<file path="src/rffe_macros.svh">
// widths, buffer map, field lengths and divider limits for the RFFE master
`ifndef RFFE_MACROS_SVH
`define RFFE_MACROS_SVH

////////////////////
// buffer geometry
`define RFFE_BUF_AW        5
`define RFFE_BUF_DW        8
`define RFFE_BUF_DEPTH     32

// buffer map, entry 0 is spare
`define RFFE_SA_ADDR       1
`define RFFE_CMD_ADDR      2
`define RFFE_REGADDR_ADDR  3
`define RFFE_DATA_BASE     4

////////////////////
// field lengths in bits
`define RFFE_SSC_BITS      2
`define RFFE_SA_BITS       4
`define RFFE_BYTE_BITS     8
`define RFFE_CNT_W         4
// start condition 1 then 0, sent MSB first
`define RFFE_SSC_PAT       8'h80

////////////////////
// bit period in clk cycles
`define RFFE_DIV_W         8
`define RFFE_DIV_MIN       2
`define RFFE_DIV_RESET     4

`endif

</file>
<file path="src/rffe_pkg.sv">
// frame states, command kinds and the command decoder
`include "rffe_macros.svh"

package rffe_pkg;

   // one state per frame field
   typedef enum logic [2:0] {
      IDLE = 3'd0,
      SSC  = 3'd1,
      SA   = 3'd2,
      CMD  = 3'd3,
      ADDR = 3'd4,
      PARK = 3'd5,
      DATA = 3'd6,
      END  = 3'd7
   } frame_state_e;

   typedef enum logic [2:0] {
      REG0_WR,
      REG_WR,
      REG_RD,
      EXT_WR,
      EXT_RD,
      INVALID
   } cmd_kind_e;

   // standard command byte patterns, top bits first
   function automatic cmd_kind_e decode_cmd(input logic [`RFFE_BUF_DW-1:0] cmd);
      if (cmd[7])                   return REG0_WR;
      else if (cmd[7:5] == 3'b010)  return REG_WR;
      else if (cmd[7:5] == 3'b011)  return REG_RD;
      else if (cmd[7:4] == 4'b0000) return EXT_WR;
      else if (cmd[7:4] == 4'b0010) return EXT_RD;
      else                          return INVALID;
   endfunction

endpackage

</file>
<file path="src/rffe_if.sv">
// serializer interface and frame buffer engine-port interface
`include "rffe_macros.svh"

////////////////////
// sequencer to serializer, one field per load
interface rffe_ser_if;
   logic                      load;
   logic [`RFFE_BUF_DW-1:0]   load_byte;
   logic [`RFFE_CNT_W-1:0]    nbits;
   logic                      keep_parity;
   logic                      send_parity;
   logic                      drive;
   logic                      capture;
   // final bit of the current field
   logic                      last;
   logic [`RFFE_BUF_DW-1:0]   rx_byte;

   modport seq (
      output load, load_byte, nbits, keep_parity, send_parity, drive, capture,
      input  last, rx_byte
   );
   modport ser (
      input  load, load_byte, nbits, keep_parity, send_parity, drive, capture,
      output last, rx_byte
   );
endinterface

////////////////////
// engine side of the frame buffer
interface rffe_buf_if;
   logic [`RFFE_BUF_AW-1:0]   rd_addr;
   logic [`RFFE_BUF_DW-1:0]   rd_data;
   logic                      wr;
   logic [`RFFE_BUF_AW-1:0]   wr_addr;
   logic [`RFFE_BUF_DW-1:0]   wr_data;

   modport eng (output rd_addr, wr, wr_addr, wr_data, input rd_data);
   modport mem (input rd_addr, wr, wr_addr, wr_data, output rd_data);
endinterface

</file>
<file path="src/rffe_clk_div.sv">
// bit-period counter, bit tick and bus clock generation
`include "rffe_macros.svh"

module rffe_clk_div (
   input  logic                   clk,
   input  logic                   i_rst,
   input  logic                   i_set,
   input  logic [`RFFE_DIV_W-1:0] i_div,
   input  logic                   i_active,
   output logic                   o_bit_tick,
   output logic                   o_sclk
);

   logic [`RFFE_DIV_W-1:0] per_q;
   logic [`RFFE_DIV_W-1:0] cnt_q;
   logic [`RFFE_DIV_W-1:0] div_lim;
   logic [`RFFE_DIV_W-1:0] hi_start;

   // clamp to the fastest legal period
   assign div_lim = (i_div < `RFFE_DIV_W'(`RFFE_DIV_MIN)) ?
                    `RFFE_DIV_W'(`RFFE_DIV_MIN) : i_div;

   ////////////////////
   // down-counter, one bit per period
   always_ff @(posedge clk) begin
      if (i_rst) begin
         per_q <= `RFFE_DIV_W'(`RFFE_DIV_RESET);
         cnt_q <= `RFFE_DIV_W'(`RFFE_DIV_RESET - 1);
      end else if (i_set) begin
         per_q <= div_lim;
         cnt_q <= div_lim - 1'b1;
      end else if (cnt_q == '0) begin
         cnt_q <= per_q - 1'b1;
      end else begin
         cnt_q <= cnt_q - 1'b1;
      end
   end

   // last cycle of each bit
   assign o_bit_tick = (cnt_q == '0);

   ////////////////////
   // bit starts at per-1, high for floor(per/2) cycles
   assign hi_start = per_q - (per_q >> 1);
   assign o_sclk   = i_active && (cnt_q >= hi_start);

endmodule

</file>
<file path="src/rffe_frame_buf.sv">
// 32-byte dual-port frame buffer, host port a and engine port b
`include "rffe_macros.svh"

module rffe_frame_buf (
   input  logic                   clk,
   input  logic                   i_host_wr,
   input  logic [`RFFE_BUF_AW-1:0] i_host_addr,
   input  logic [`RFFE_BUF_DW-1:0] i_host_wdata,
   output logic [`RFFE_BUF_DW-1:0] o_host_rdata,
   input  logic                   i_busy,
   rffe_buf_if.mem                eng
);

   logic [`RFFE_BUF_DW-1:0] mem_q [`RFFE_BUF_DEPTH];
   logic                    host_we;

   // host locked out while a frame runs
   assign host_we = i_host_wr && !i_busy;

   ////////////////////
   // write side of both ports
   always_ff @(posedge clk) begin
      if (host_we) begin
         mem_q[i_host_addr] <= i_host_wdata;
      end
      if (eng.wr) begin
         mem_q[eng.wr_addr] <= eng.wr_data;
      end
   end

   ////////////////////
   // port a, host
   always_ff @(posedge clk) begin
      o_host_rdata <= mem_q[i_host_addr];
   end

   ////////////////////
   // port b, engine
   always_ff @(posedge clk) begin
      eng.rd_data <= mem_q[eng.rd_addr];
   end

endmodule

</file>
<file path="src/rffe_master.sv">
// RFFE bus master top level, divider, buffer, sequencer and serializer
`include "rffe_macros.svh"

module rffe_master (
   input  logic                    clk,
   input  logic                    i_rst,
   // bit period
   input  logic                    i_set_div,
   input  logic [`RFFE_DIV_W-1:0]  i_div,
   // frame control
   input  logic                    i_start,
   output logic                    o_done,
   output logic                    o_busy,
   // host buffer port
   input  logic                    i_host_wr,
   input  logic [`RFFE_BUF_AW-1:0] i_host_addr,
   input  logic [`RFFE_BUF_DW-1:0] i_host_wdata,
   output logic [`RFFE_BUF_DW-1:0] o_host_rdata,
   // serial bus
   output logic                    o_sclk,
   input  logic                    i_sdi,
   output logic                    o_sdo,
   output logic                    o_sdo_en
);

   logic bit_tick;
   logic active;

   rffe_ser_if ser_bus ();
   rffe_buf_if buf_bus ();

   ////////////////////
   rffe_clk_div u_clk_div (
      .clk        (clk),
      .i_rst      (i_rst),
      .i_set      (i_set_div),
      .i_div      (i_div),
      .i_active   (active),
      .o_bit_tick (bit_tick),
      .o_sclk     (o_sclk)
   );

   rffe_frame_buf u_frame_buf (
      .clk          (clk),
      .i_host_wr    (i_host_wr),
      .i_host_addr  (i_host_addr),
      .i_host_wdata (i_host_wdata),
      .o_host_rdata (o_host_rdata),
      .i_busy       (o_busy),
      .eng          (buf_bus.mem)
   );

   rffe_sequencer u_sequencer (
      .clk        (clk),
      .i_rst      (i_rst),
      .i_start    (i_start),
      .i_bit_tick (bit_tick),
      .o_active   (active),
      .o_done     (o_done),
      .o_busy     (o_busy),
      .buf_p      (buf_bus.eng),
      .ser        (ser_bus.seq)
   );

   rffe_serializer u_serializer (
      .clk        (clk),
      .i_rst      (i_rst),
      .i_bit_tick (bit_tick),
      .ser        (ser_bus.ser),
      .i_sdi      (i_sdi),
      .o_sdo      (o_sdo),
      .o_sdo_en   (o_sdo_en)
   );

endmodule

</file>
<file path="src/rffe_sequencer.sv">
// frame state machine, buffer addressing and byte counting
`include "rffe_macros.svh"

module rffe_sequencer (
   input  logic   clk,
   input  logic   i_rst,
   input  logic   i_start,
   input  logic   i_bit_tick,
   output logic   o_active,
   output logic   o_done,
   output logic   o_busy,
   rffe_buf_if.eng buf_p,
   rffe_ser_if.seq ser
);

   rffe_pkg::frame_state_e  state_q;
   rffe_pkg::frame_state_e  state_nx;
   rffe_pkg::cmd_kind_e     kind_q;
   logic [`RFFE_BUF_DW-1:0] cmd_q;
   logic [`RFFE_CNT_W-1:0]  left_q;
   logic [`RFFE_BUF_AW-1:0] ptr_q;
   logic                    start_q;
   logic                    data_done_q;
   logic                    is_rd;
   logic                    is_ext;
   logic                    step;

   assign is_rd  = (kind_q == rffe_pkg::REG_RD) || (kind_q == rffe_pkg::EXT_RD);
   assign is_ext = (kind_q == rffe_pkg::EXT_WR) || (kind_q == rffe_pkg::EXT_RD);
   // field boundary
   assign step   = i_bit_tick && ser.last;

   ////////////////////
   // next field choice
   always_comb begin
      state_nx        = state_q;
      ser.load        = 1'b0;
      ser.load_byte   = '0;
      ser.nbits       = `RFFE_CNT_W'(1);
      ser.keep_parity = 1'b0;
      ser.send_parity = 1'b0;
      case (state_q)
         rffe_pkg::IDLE: begin
            if (i_bit_tick && start_q) begin
               state_nx      = rffe_pkg::SSC;
               ser.load      = 1'b1;
               ser.load_byte = `RFFE_SSC_PAT;
               ser.nbits     = `RFFE_CNT_W'(`RFFE_SSC_BITS);
            end
         end
         rffe_pkg::SSC: begin
            if (step) begin
               state_nx      = rffe_pkg::SA;
               ser.load      = 1'b1;
               ser.load_byte = {buf_p.rd_data[`RFFE_SA_BITS-1:0], 4'b0000};
               ser.nbits     = `RFFE_CNT_W'(`RFFE_SA_BITS);
            end
         end
         rffe_pkg::SA: begin
            // parity of the command covers the SA too
            if (step) begin
               state_nx        = rffe_pkg::CMD;
               ser.load        = 1'b1;
               ser.load_byte   = (kind_q == rffe_pkg::REG0_WR) ?
                                 {cmd_q[7], buf_p.rd_data[6:0]} : cmd_q;
               ser.nbits       = `RFFE_CNT_W'(`RFFE_BYTE_BITS);
               ser.keep_parity = 1'b1;
               ser.send_parity = 1'b1;
            end
         end
         rffe_pkg::CMD: begin
            if (step) begin
               ser.load = 1'b1;
               case (kind_q)
                  rffe_pkg::REG0_WR,
                  rffe_pkg::REG_RD:  state_nx = rffe_pkg::PARK;
                  rffe_pkg::REG_WR:  state_nx = rffe_pkg::DATA;
                  rffe_pkg::EXT_WR,
                  rffe_pkg::EXT_RD:  state_nx = rffe_pkg::ADDR;
                  // no park bit after a bad command
                  default:           state_nx = rffe_pkg::END;
               endcase
               if (kind_q == rffe_pkg::REG_WR || is_ext) begin
                  ser.load_byte   = buf_p.rd_data;
                  ser.nbits       = `RFFE_CNT_W'(`RFFE_BYTE_BITS);
                  ser.send_parity = 1'b1;
               end
            end
         end
         rffe_pkg::ADDR: begin
            if (step) begin
               ser.load = 1'b1;
               if (is_rd) begin
                  state_nx = rffe_pkg::PARK;
               end else begin
                  state_nx        = rffe_pkg::DATA;
                  ser.load_byte   = buf_p.rd_data;
                  ser.nbits       = `RFFE_CNT_W'(`RFFE_BYTE_BITS);
                  ser.send_parity = 1'b1;
               end
            end
         end
         rffe_pkg::PARK: begin
            if (step) begin
               ser.load = 1'b1;
               if (is_rd && !data_done_q) begin
                  // slave's data and parity, shifted in
                  state_nx        = rffe_pkg::DATA;
                  ser.nbits       = `RFFE_CNT_W'(`RFFE_BYTE_BITS);
                  ser.send_parity = 1'b1;
               end else begin
                  state_nx = rffe_pkg::END;
               end
            end
         end
         rffe_pkg::DATA: begin
            if (step) begin
               ser.load = 1'b1;
               if (left_q == '0) begin
                  state_nx = rffe_pkg::PARK;
               end else begin
                  ser.load_byte   = is_rd ? '0 : buf_p.rd_data;
                  ser.nbits       = `RFFE_CNT_W'(`RFFE_BYTE_BITS);
                  ser.send_parity = 1'b1;
               end
            end
         end
         rffe_pkg::END: begin
            if (i_bit_tick) state_nx = rffe_pkg::IDLE;
         end
         default: state_nx = rffe_pkg::IDLE;
      endcase
   end

   ////////////////////
   // control registers
   always_ff @(posedge clk) begin
      if (i_rst) begin
         state_q     <= rffe_pkg::IDLE;
         kind_q      <= rffe_pkg::INVALID;
         left_q      <= '0;
         ptr_q       <= `RFFE_BUF_AW'(`RFFE_CMD_ADDR);
         start_q     <= 1'b0;
         data_done_q <= 1'b0;
      end else begin
         state_q <= state_nx;
         if (i_start) start_q <= 1'b1;
         else if (i_bit_tick) start_q <= 1'b0;
         if (state_q == rffe_pkg::IDLE) begin
            // command byte fetched first
            ptr_q       <= `RFFE_BUF_AW'(`RFFE_CMD_ADDR);
            data_done_q <= 1'b0;
         end else if (i_bit_tick && state_q == rffe_pkg::SSC && !ser.last) begin
            kind_q <= rffe_pkg::decode_cmd(buf_p.rd_data);
            ptr_q  <= `RFFE_BUF_AW'(`RFFE_SA_ADDR);
         end else if (step) begin
            case (state_q)
               rffe_pkg::SSC: ptr_q <= is_ext ? `RFFE_BUF_AW'(`RFFE_REGADDR_ADDR) :
                                                `RFFE_BUF_AW'(`RFFE_DATA_BASE);
               rffe_pkg::CMD: begin
                  left_q <= is_ext ? cmd_q[`RFFE_CNT_W-1:0] : '0;
                  if (is_ext) ptr_q <= `RFFE_BUF_AW'(`RFFE_DATA_BASE);
                  else if (kind_q == rffe_pkg::REG_WR) ptr_q <= ptr_q + 1'b1;
               end
               rffe_pkg::ADDR: if (!is_rd) ptr_q <= ptr_q + 1'b1;
               rffe_pkg::DATA: begin
                  ptr_q <= ptr_q + 1'b1;
                  if (left_q == '0) data_done_q <= 1'b1;
                  else left_q <= left_q - 1'b1;
               end
               default: ;
            endcase
         end
      end
   end

   // command byte, taken during the start condition
   always_ff @(posedge clk) begin
      if (i_bit_tick && state_q == rffe_pkg::SSC && !ser.last) cmd_q <= buf_p.rd_data;
   end

   ////////////////////
   // field controls and outputs
   assign ser.drive   = (state_q inside {rffe_pkg::SSC, rffe_pkg::SA, rffe_pkg::CMD,
                                         rffe_pkg::ADDR}) ||
                        (state_q == rffe_pkg::DATA && !is_rd);
   assign ser.capture = (state_q == rffe_pkg::DATA) && is_rd;
   assign o_active    = state_q inside {rffe_pkg::SA, rffe_pkg::CMD, rffe_pkg::ADDR,
                                        rffe_pkg::PARK, rffe_pkg::DATA};
   assign o_busy      = (state_q != rffe_pkg::IDLE);
   assign o_done      = (state_q == rffe_pkg::END) && i_bit_tick;

   // read bytes land at DATA_BASE onward
   assign buf_p.rd_addr = ptr_q;
   assign buf_p.wr_addr = ptr_q;
   assign buf_p.wr      = step && ser.capture;
   assign buf_p.wr_data = ser.rx_byte;

endmodule

</file>
<file path="src/rffe_serializer.sv">
// shift register, running odd parity, sdo/sdo_en drive and sdi capture
`include "rffe_macros.svh"

module rffe_serializer (
   input  logic   clk,
   input  logic   i_rst,
   input  logic   i_bit_tick,
   rffe_ser_if.ser ser,
   input  logic   i_sdi,
   output logic   o_sdo,
   output logic   o_sdo_en
);

   logic [`RFFE_BUF_DW-1:0] sh_q;
   logic [`RFFE_CNT_W-1:0]  bcnt_q;
   logic                    par_q;
   logic                    slot_q;
   logic                    sp_q;
   logic                    acc;

   // parity including the bit now on the wire
   assign acc = slot_q ? par_q : (par_q ^ sh_q[`RFFE_BUF_DW-1]);

   ////////////////////
   // bit counter, parity and parity slot
   always_ff @(posedge clk) begin
      if (i_rst) begin
         bcnt_q <= '0;
         par_q  <= 1'b0;
         slot_q <= 1'b0;
         sp_q   <= 1'b0;
      end else if (i_bit_tick) begin
         if (ser.load) begin
            bcnt_q <= ser.nbits - 1'b1;
            slot_q <= 1'b0;
            sp_q   <= ser.send_parity;
            par_q  <= ser.keep_parity ? acc : 1'b0;
         end else if (!slot_q) begin
            if (bcnt_q != '0) bcnt_q <= bcnt_q - 1'b1;
            else if (sp_q) slot_q <= 1'b1;
            if (ser.drive) par_q <= acc;
         end
      end
   end

   ////////////////////
   // MSB first out, sdi in at the LSB
   always_ff @(posedge clk) begin
      if (i_bit_tick) begin
         if (ser.load) begin
            sh_q <= ser.load_byte;
         end else if (!slot_q) begin
            sh_q <= {sh_q[`RFFE_BUF_DW-2:0], ser.capture ? i_sdi : 1'b0};
         end
      end
   end

   assign ser.last    = slot_q || (bcnt_q == '0 && !sp_q);
   assign ser.rx_byte = sh_q;

   // odd parity, inverted running xor
   assign o_sdo    = ser.drive && (slot_q ? !par_q : sh_q[`RFFE_BUF_DW-1]);
   assign o_sdo_en = ser.drive;

endmodule

</file>
<file path="config.mk">
export PLATFORM = sky130hd
export DESIGN_NAME = rffe_master
export DESIGN_NICKNAME = d
export VERILOG_FILES = /design/src/rffe_pkg.sv /design/src/rffe_if.sv /design/src/rffe_clk_div.sv /design/src/rffe_frame_buf.sv /design/src/rffe_master.sv /design/src/rffe_sequencer.sv /design/src/rffe_serializer.sv
export VERILOG_INCLUDE_DIRS = /design/src
export SDC_FILE = /design/constraint.sdc
export NUM_CORES = 1
export LEC_CHECK = 0
export BUFFER_PORTS_ARGS = -buffer_cell sky130_fd_sc_hd__buf_2
export CAP_MARGIN = 30
export CORE_AREA = 3 3 163 165
export CTS_BUF_LIST = sky130_fd_sc_hd__clkbuf_8 sky130_fd_sc_hd__clkbuf_16
export DETAILED_ROUTE_END_ITERATION = 8
export DIE_AREA = 0 0 166 168
export GPL_TIMING_DRIVEN = 0
export PLACE_DENSITY = 0.81
export SYNTH_ARGS = -nofsm -noshare
export SYNTH_HDL_FRONTEND = slang
export SYNTH_SLANG_ARGS = --single-unit
</file>
<file path="constraint.sdc">
create_clock -name clk -period 5.1 [get_ports clk]
set_clock_uncertainty 0.15 [all_clocks]
set_input_delay 0.765 -clock clk [delete_from_list [all_inputs] [get_ports clk]]
set_output_delay 0.765 -clock clk [all_outputs]
set_load 0.02 [all_outputs]
</file>
==> impl_metrics.py <==
metrics = {
    "drt": {
        "drc": 0,
        "viasPerCell": 7.26,
        "ant_nets": 0,
        "first_pass_iters": 5,
        "via_count": 10700,
        "drt_iter0_drc": 1423,
        "wl_per_cell_um": 30.3,
        "drt-total-wl_um": 44500,
    },
    "power_and_ir_drop": {
        "max-vdd-ir-drop_mv": 0.259,
        "p_total_mw": 5.83,
        "p_per_area_mw_per_mm2": 321,
        "power.leakage_nw": 6.07,
    },
    "critical_path": {
        "slowest_delay_ns": 0.46,
        "crit_path_end_kind": "output pin",
        "cp-endpoint": "o_sclk",
        "critPathSlowestCell": "dfxtp_1",
        "r2r-start": "u_sequencer.state_q[2]",
        "cp.required_ns": 4.18,
        "arrival_ns": 3.44,
        "ff2ff_setup_slack_ns": 1.28,
        "r2r-end": "u_frame_buf.mem_q[18][5]",
        "cp-start-kind": "flip-flop",
        "cp-startpoint": "u_clk_div.per_q[1]",
        "worstPathCellList": "ha_1 -> inv_1 -> fa_1 -> a21oi_1 -> nor2_1 -> nor2_1 -> o21bai_1 -> a21oi_1 -> xor2_1 -> ha_1 -> or3_1 -> a211oi_1 -> nor3_1 -> buf_2",
        "path_class": "flip-flop to output pin",
        "cp_max_fo": 6,
        "rr_worst_depth": 9,
    },
    "sta": {
        "max_slew_margin": 0.276,
        "min_period_over_period": 0.854,
        "worst-slew-pin-transition_ns": 1.08,
        "clock.fmax_mhz": 230,
        "setup_viol": 0,
        "layout_min_cycle_time_ns": 4.36,
        "slew_viol_final": 0,
        "rsz0062_at_grt": "false",
        "setup-tns-final_ns": 0,
        "final_hold_viol_count": 0,
    },
    "clock_tree": {
        "cts_sinks": 328,
        "postCtsHoldBufs": 0,
        "htreeDepth": 2,
        "post_cts_resized": 0,
        "clk_pin_slew_ns": 0.06,
        "cts.path.max_buffers": 3,
        "clkLatencyLatePin_ns": 0.52,
        "postCtsSetupBuffers": 0,
        "ctsRootBufferMaster": "clkbuf_16",
        "cts_tree": "yes",
        "numCtsBuffers": 34,
    },
    "floorplanning": {
        "die_w_um": 166,
        "die_area_sq_mm": 0.0279,
        "die_h_um": 168,
        "pin_count": 40,
        "rows": 58,
        "core_area_sq_mm": 0.0252,
        "start_util": 0.647,
    },
    "outcome": {
        "status": "finished, final reports clean",
    },
    "placed_design": {
        "port_buffers": 35,
        "dpl-instance-area_sq_mm": 0.0171,
        "gp_congestion": 0.968,
        "hpwl_um": 29700,
    },
    "logic_synthesis": {
        "ys_warn_count": 0,
        "synth_cells": 1014,
        "yosys-top-cells-area": "edfxtp_1 50%, mux4_2 22%, dfxtp_1 6.9%, ha_1 1.6%, mux2_2 1.4%",
        "ys_types": 82,
        "yosys_register_bits": 328,
        "synth_edf_count": 272,
        "syn-cell-area_sq_mm": 0.0163,
        "synth_top_area_cell": "edfxtp_1",
        "avgSynthCellArea_sq_um": 16.1,
        "syn_nets": 1063,
        "yosysSeqAreaShare": 0.570,
        "synth_ff_type": "edfxtp_1",
        "synth_top_area_share": 0.501,
        "synthArstFlopShare": 0,
    },
    "final_layout": {
        "drive_gt1_frac": 0.312,
        "fill_cells": 1490,
        "final_nets": 1163,
        "syn_to_final_growth_pct": 11.6,
        "design_area_sq_mm": 0.0182,
    },
    "hold_path": {
        "hold_class": "input pin to flip-flop",
        "min_from": "i_start",
    },
    "flow_run": {
        "max_cap_viol_count": 0,
    },
    "global_routing": {
        "grt_pass1_wl_um": 66200,
        "overflow": 0,
        "grt_max_degree": 33,
        "antenna_found_initial": 1,
        "grt_usage": 0.315,
        "grt_pass1_vias": 10500,
    },
}
per-stage QoR:
| stage | worst slack, ns | utilization | std cells | hold WS (ns) |
|---|---|---|---|---|
| floorplan | 1.57 | - | 1014 | 0.297 |
| detailed placement | 1.15 | 0.677 | 1405 | 0.323 |
| CTS | 0.728 | 0.721 | 1465 | 0.317 |
| global placement | 0.988 | 0.671 | 1379 | 0.326 |
| finish | 0.744 | 0.722 | 1469 | 0.323 |
| global route | 0.421 | 0.722 | 1468 | 0.345 |
cell families after synthesis:
group | share of synthesized area
AO/OA/AOI/OAI | 0.0636
XOR/XNOR | 0.00860
adder cells (fa/ha/maj) | 0.0174
buffers and inverters | 0.0262
flip-flops | 0.570
multiplexers | 0.240
AND/OR/NAND/NOR | 0.0745
cell usage in the layout, fill, tap and decap left out, types with 4 or more instances in the layout:
cell and instances:
clkbuf_16 36, dfxtp_1 56, buf_8 4, buf_4 10
a31oi_4 4, clkinv_2 5, nand2_1 59, nand3_1 7
or3_1 4, a21o_1 7, nor3b_1 5, mux4_2 160
buf_2 64, xnor2_1 10, nor2_1 42, mux2i_1 5
a22oi_1 10, a31oi_1 6, buf_1 5, o21ai_0 20
clkbuf_1 41, xor2_1 6, mux2_2 20, inv_1 38
o211ai_1 4, clkinv_1 4, a21oi_1 42, nand2b_1 13
o31ai_1 6, nor3_2 10, a211oi_1 8, edfxtp_1 272
nor4_1 4, nor3_1 44, ha_1 21, buf_6 5
layer usage:
layer	track usage	share of wire	vias to the layer above
li1	-	-	4349
met1	0.426	0.36	5388
met2	0.518	0.49	800
met3	0.0653	0.11	126
met4	0.116	0.039	2
met5	0	0.00029	-
worst min-delay path by stage:
stage | cells after the start | to
after floorplan | 0 | u_sequencer.cmd_q[0]
after global placement | 1 | u_serializer.bcnt_q[3]
after detailed placement | 1 | u_serializer.bcnt_q[3]
after CTS | 3 | u_sequencer.start_q
after global routing | 3 | u_sequencer.start_q
final | 3 | u_sequencer.start_q
sequential cells by signal (all words and copies together), names as in the netlist:
register                   cells
u_clk_div.cnt_q                8
u_clk_div.per_q                8
u_frame_buf.eng.rd_data        8
u_frame_buf.mem_q            256
u_frame_buf.o_host_rdata       8
u_sequencer.buf_p.rd_addr      5
u_sequencer.cmd_q              8
u_sequencer.data_done_q        1
u_sequencer.kind_q             3
u_sequencer.left_q             4
u_sequencer.start_q            1
u_sequencer.state_q            3
u_serializer.bcnt_q            4
u_serializer.par_q             1
u_serializer.ser.rx_byte       8
u_serializer.slot_q            1
u_serializer.sp_q              1
layout make-up:
type | count | area, sq um | area share
antenna | 1 | 2.50 | 0.000138
clock inverter | 22 | 163 | 0.00894
clock buffer | 38 | 928 | 0.0510
timing repair buffer | 64 | 387 | 0.0213
multi-input combinational | 587 | 6580 | 0.362
tap | 330 | 413 | 0.0227
sequential | 328 | 9290 | 0.511
buffer | 66 | 303 | 0.0166
inverter | 33 | 124 | 0.00681
report_power, final:
part | switching, mW | internal, mW | total (mW)
clock | 1.03 | 1.41 | 2.45
combinational | 0.253 | 0.172 | 0.425
sequential | 0.0272 | 2.93 | 2.96
total | 1.32 | 4.52 | 5.83
critical path, delay by kind of cell, from the launching register on:
kind                       cells  cell delay [ns]
and+or+nand+nor                4             0.65
xor gates and xnor gates       1             0.09
buffers and inverters          2             0.23
DFF                            1             0.46
AOI/OAI and AO/OA              4             0.62
adders and majority gates      3             0.89
Yosys cell counts, drive strengths merged, types with 4 or more instances:
| cell type | number |
|---|---|
| buf | 24 |
| a21oi | 42 |
| mux2i | 6 |
| a21o | 7 |
| nand3 | 8 |
| a22oi | 10 |
| o31ai | 6 |
| edfxtp | 272 |
| clkbuf | 42 |
| xor2 | 6 |
| dfxtp | 56 |
| xnor2 | 10 |
| mux4 | 160 |
| nor2 | 44 |
| nand2 | 60 |
| nand2b | 13 |
| or3 | 5 |
| mux2 | 21 |
| o21ai | 20 |
| nor3b | 7 |
| nor3 | 56 |
| inv | 31 |
| o211ai | 4 |
| ha | 21 |
| a31oi | 12 |
| a211oi | 8 |
| nor4 | 7 |
(Power assumes the default switching activity.)
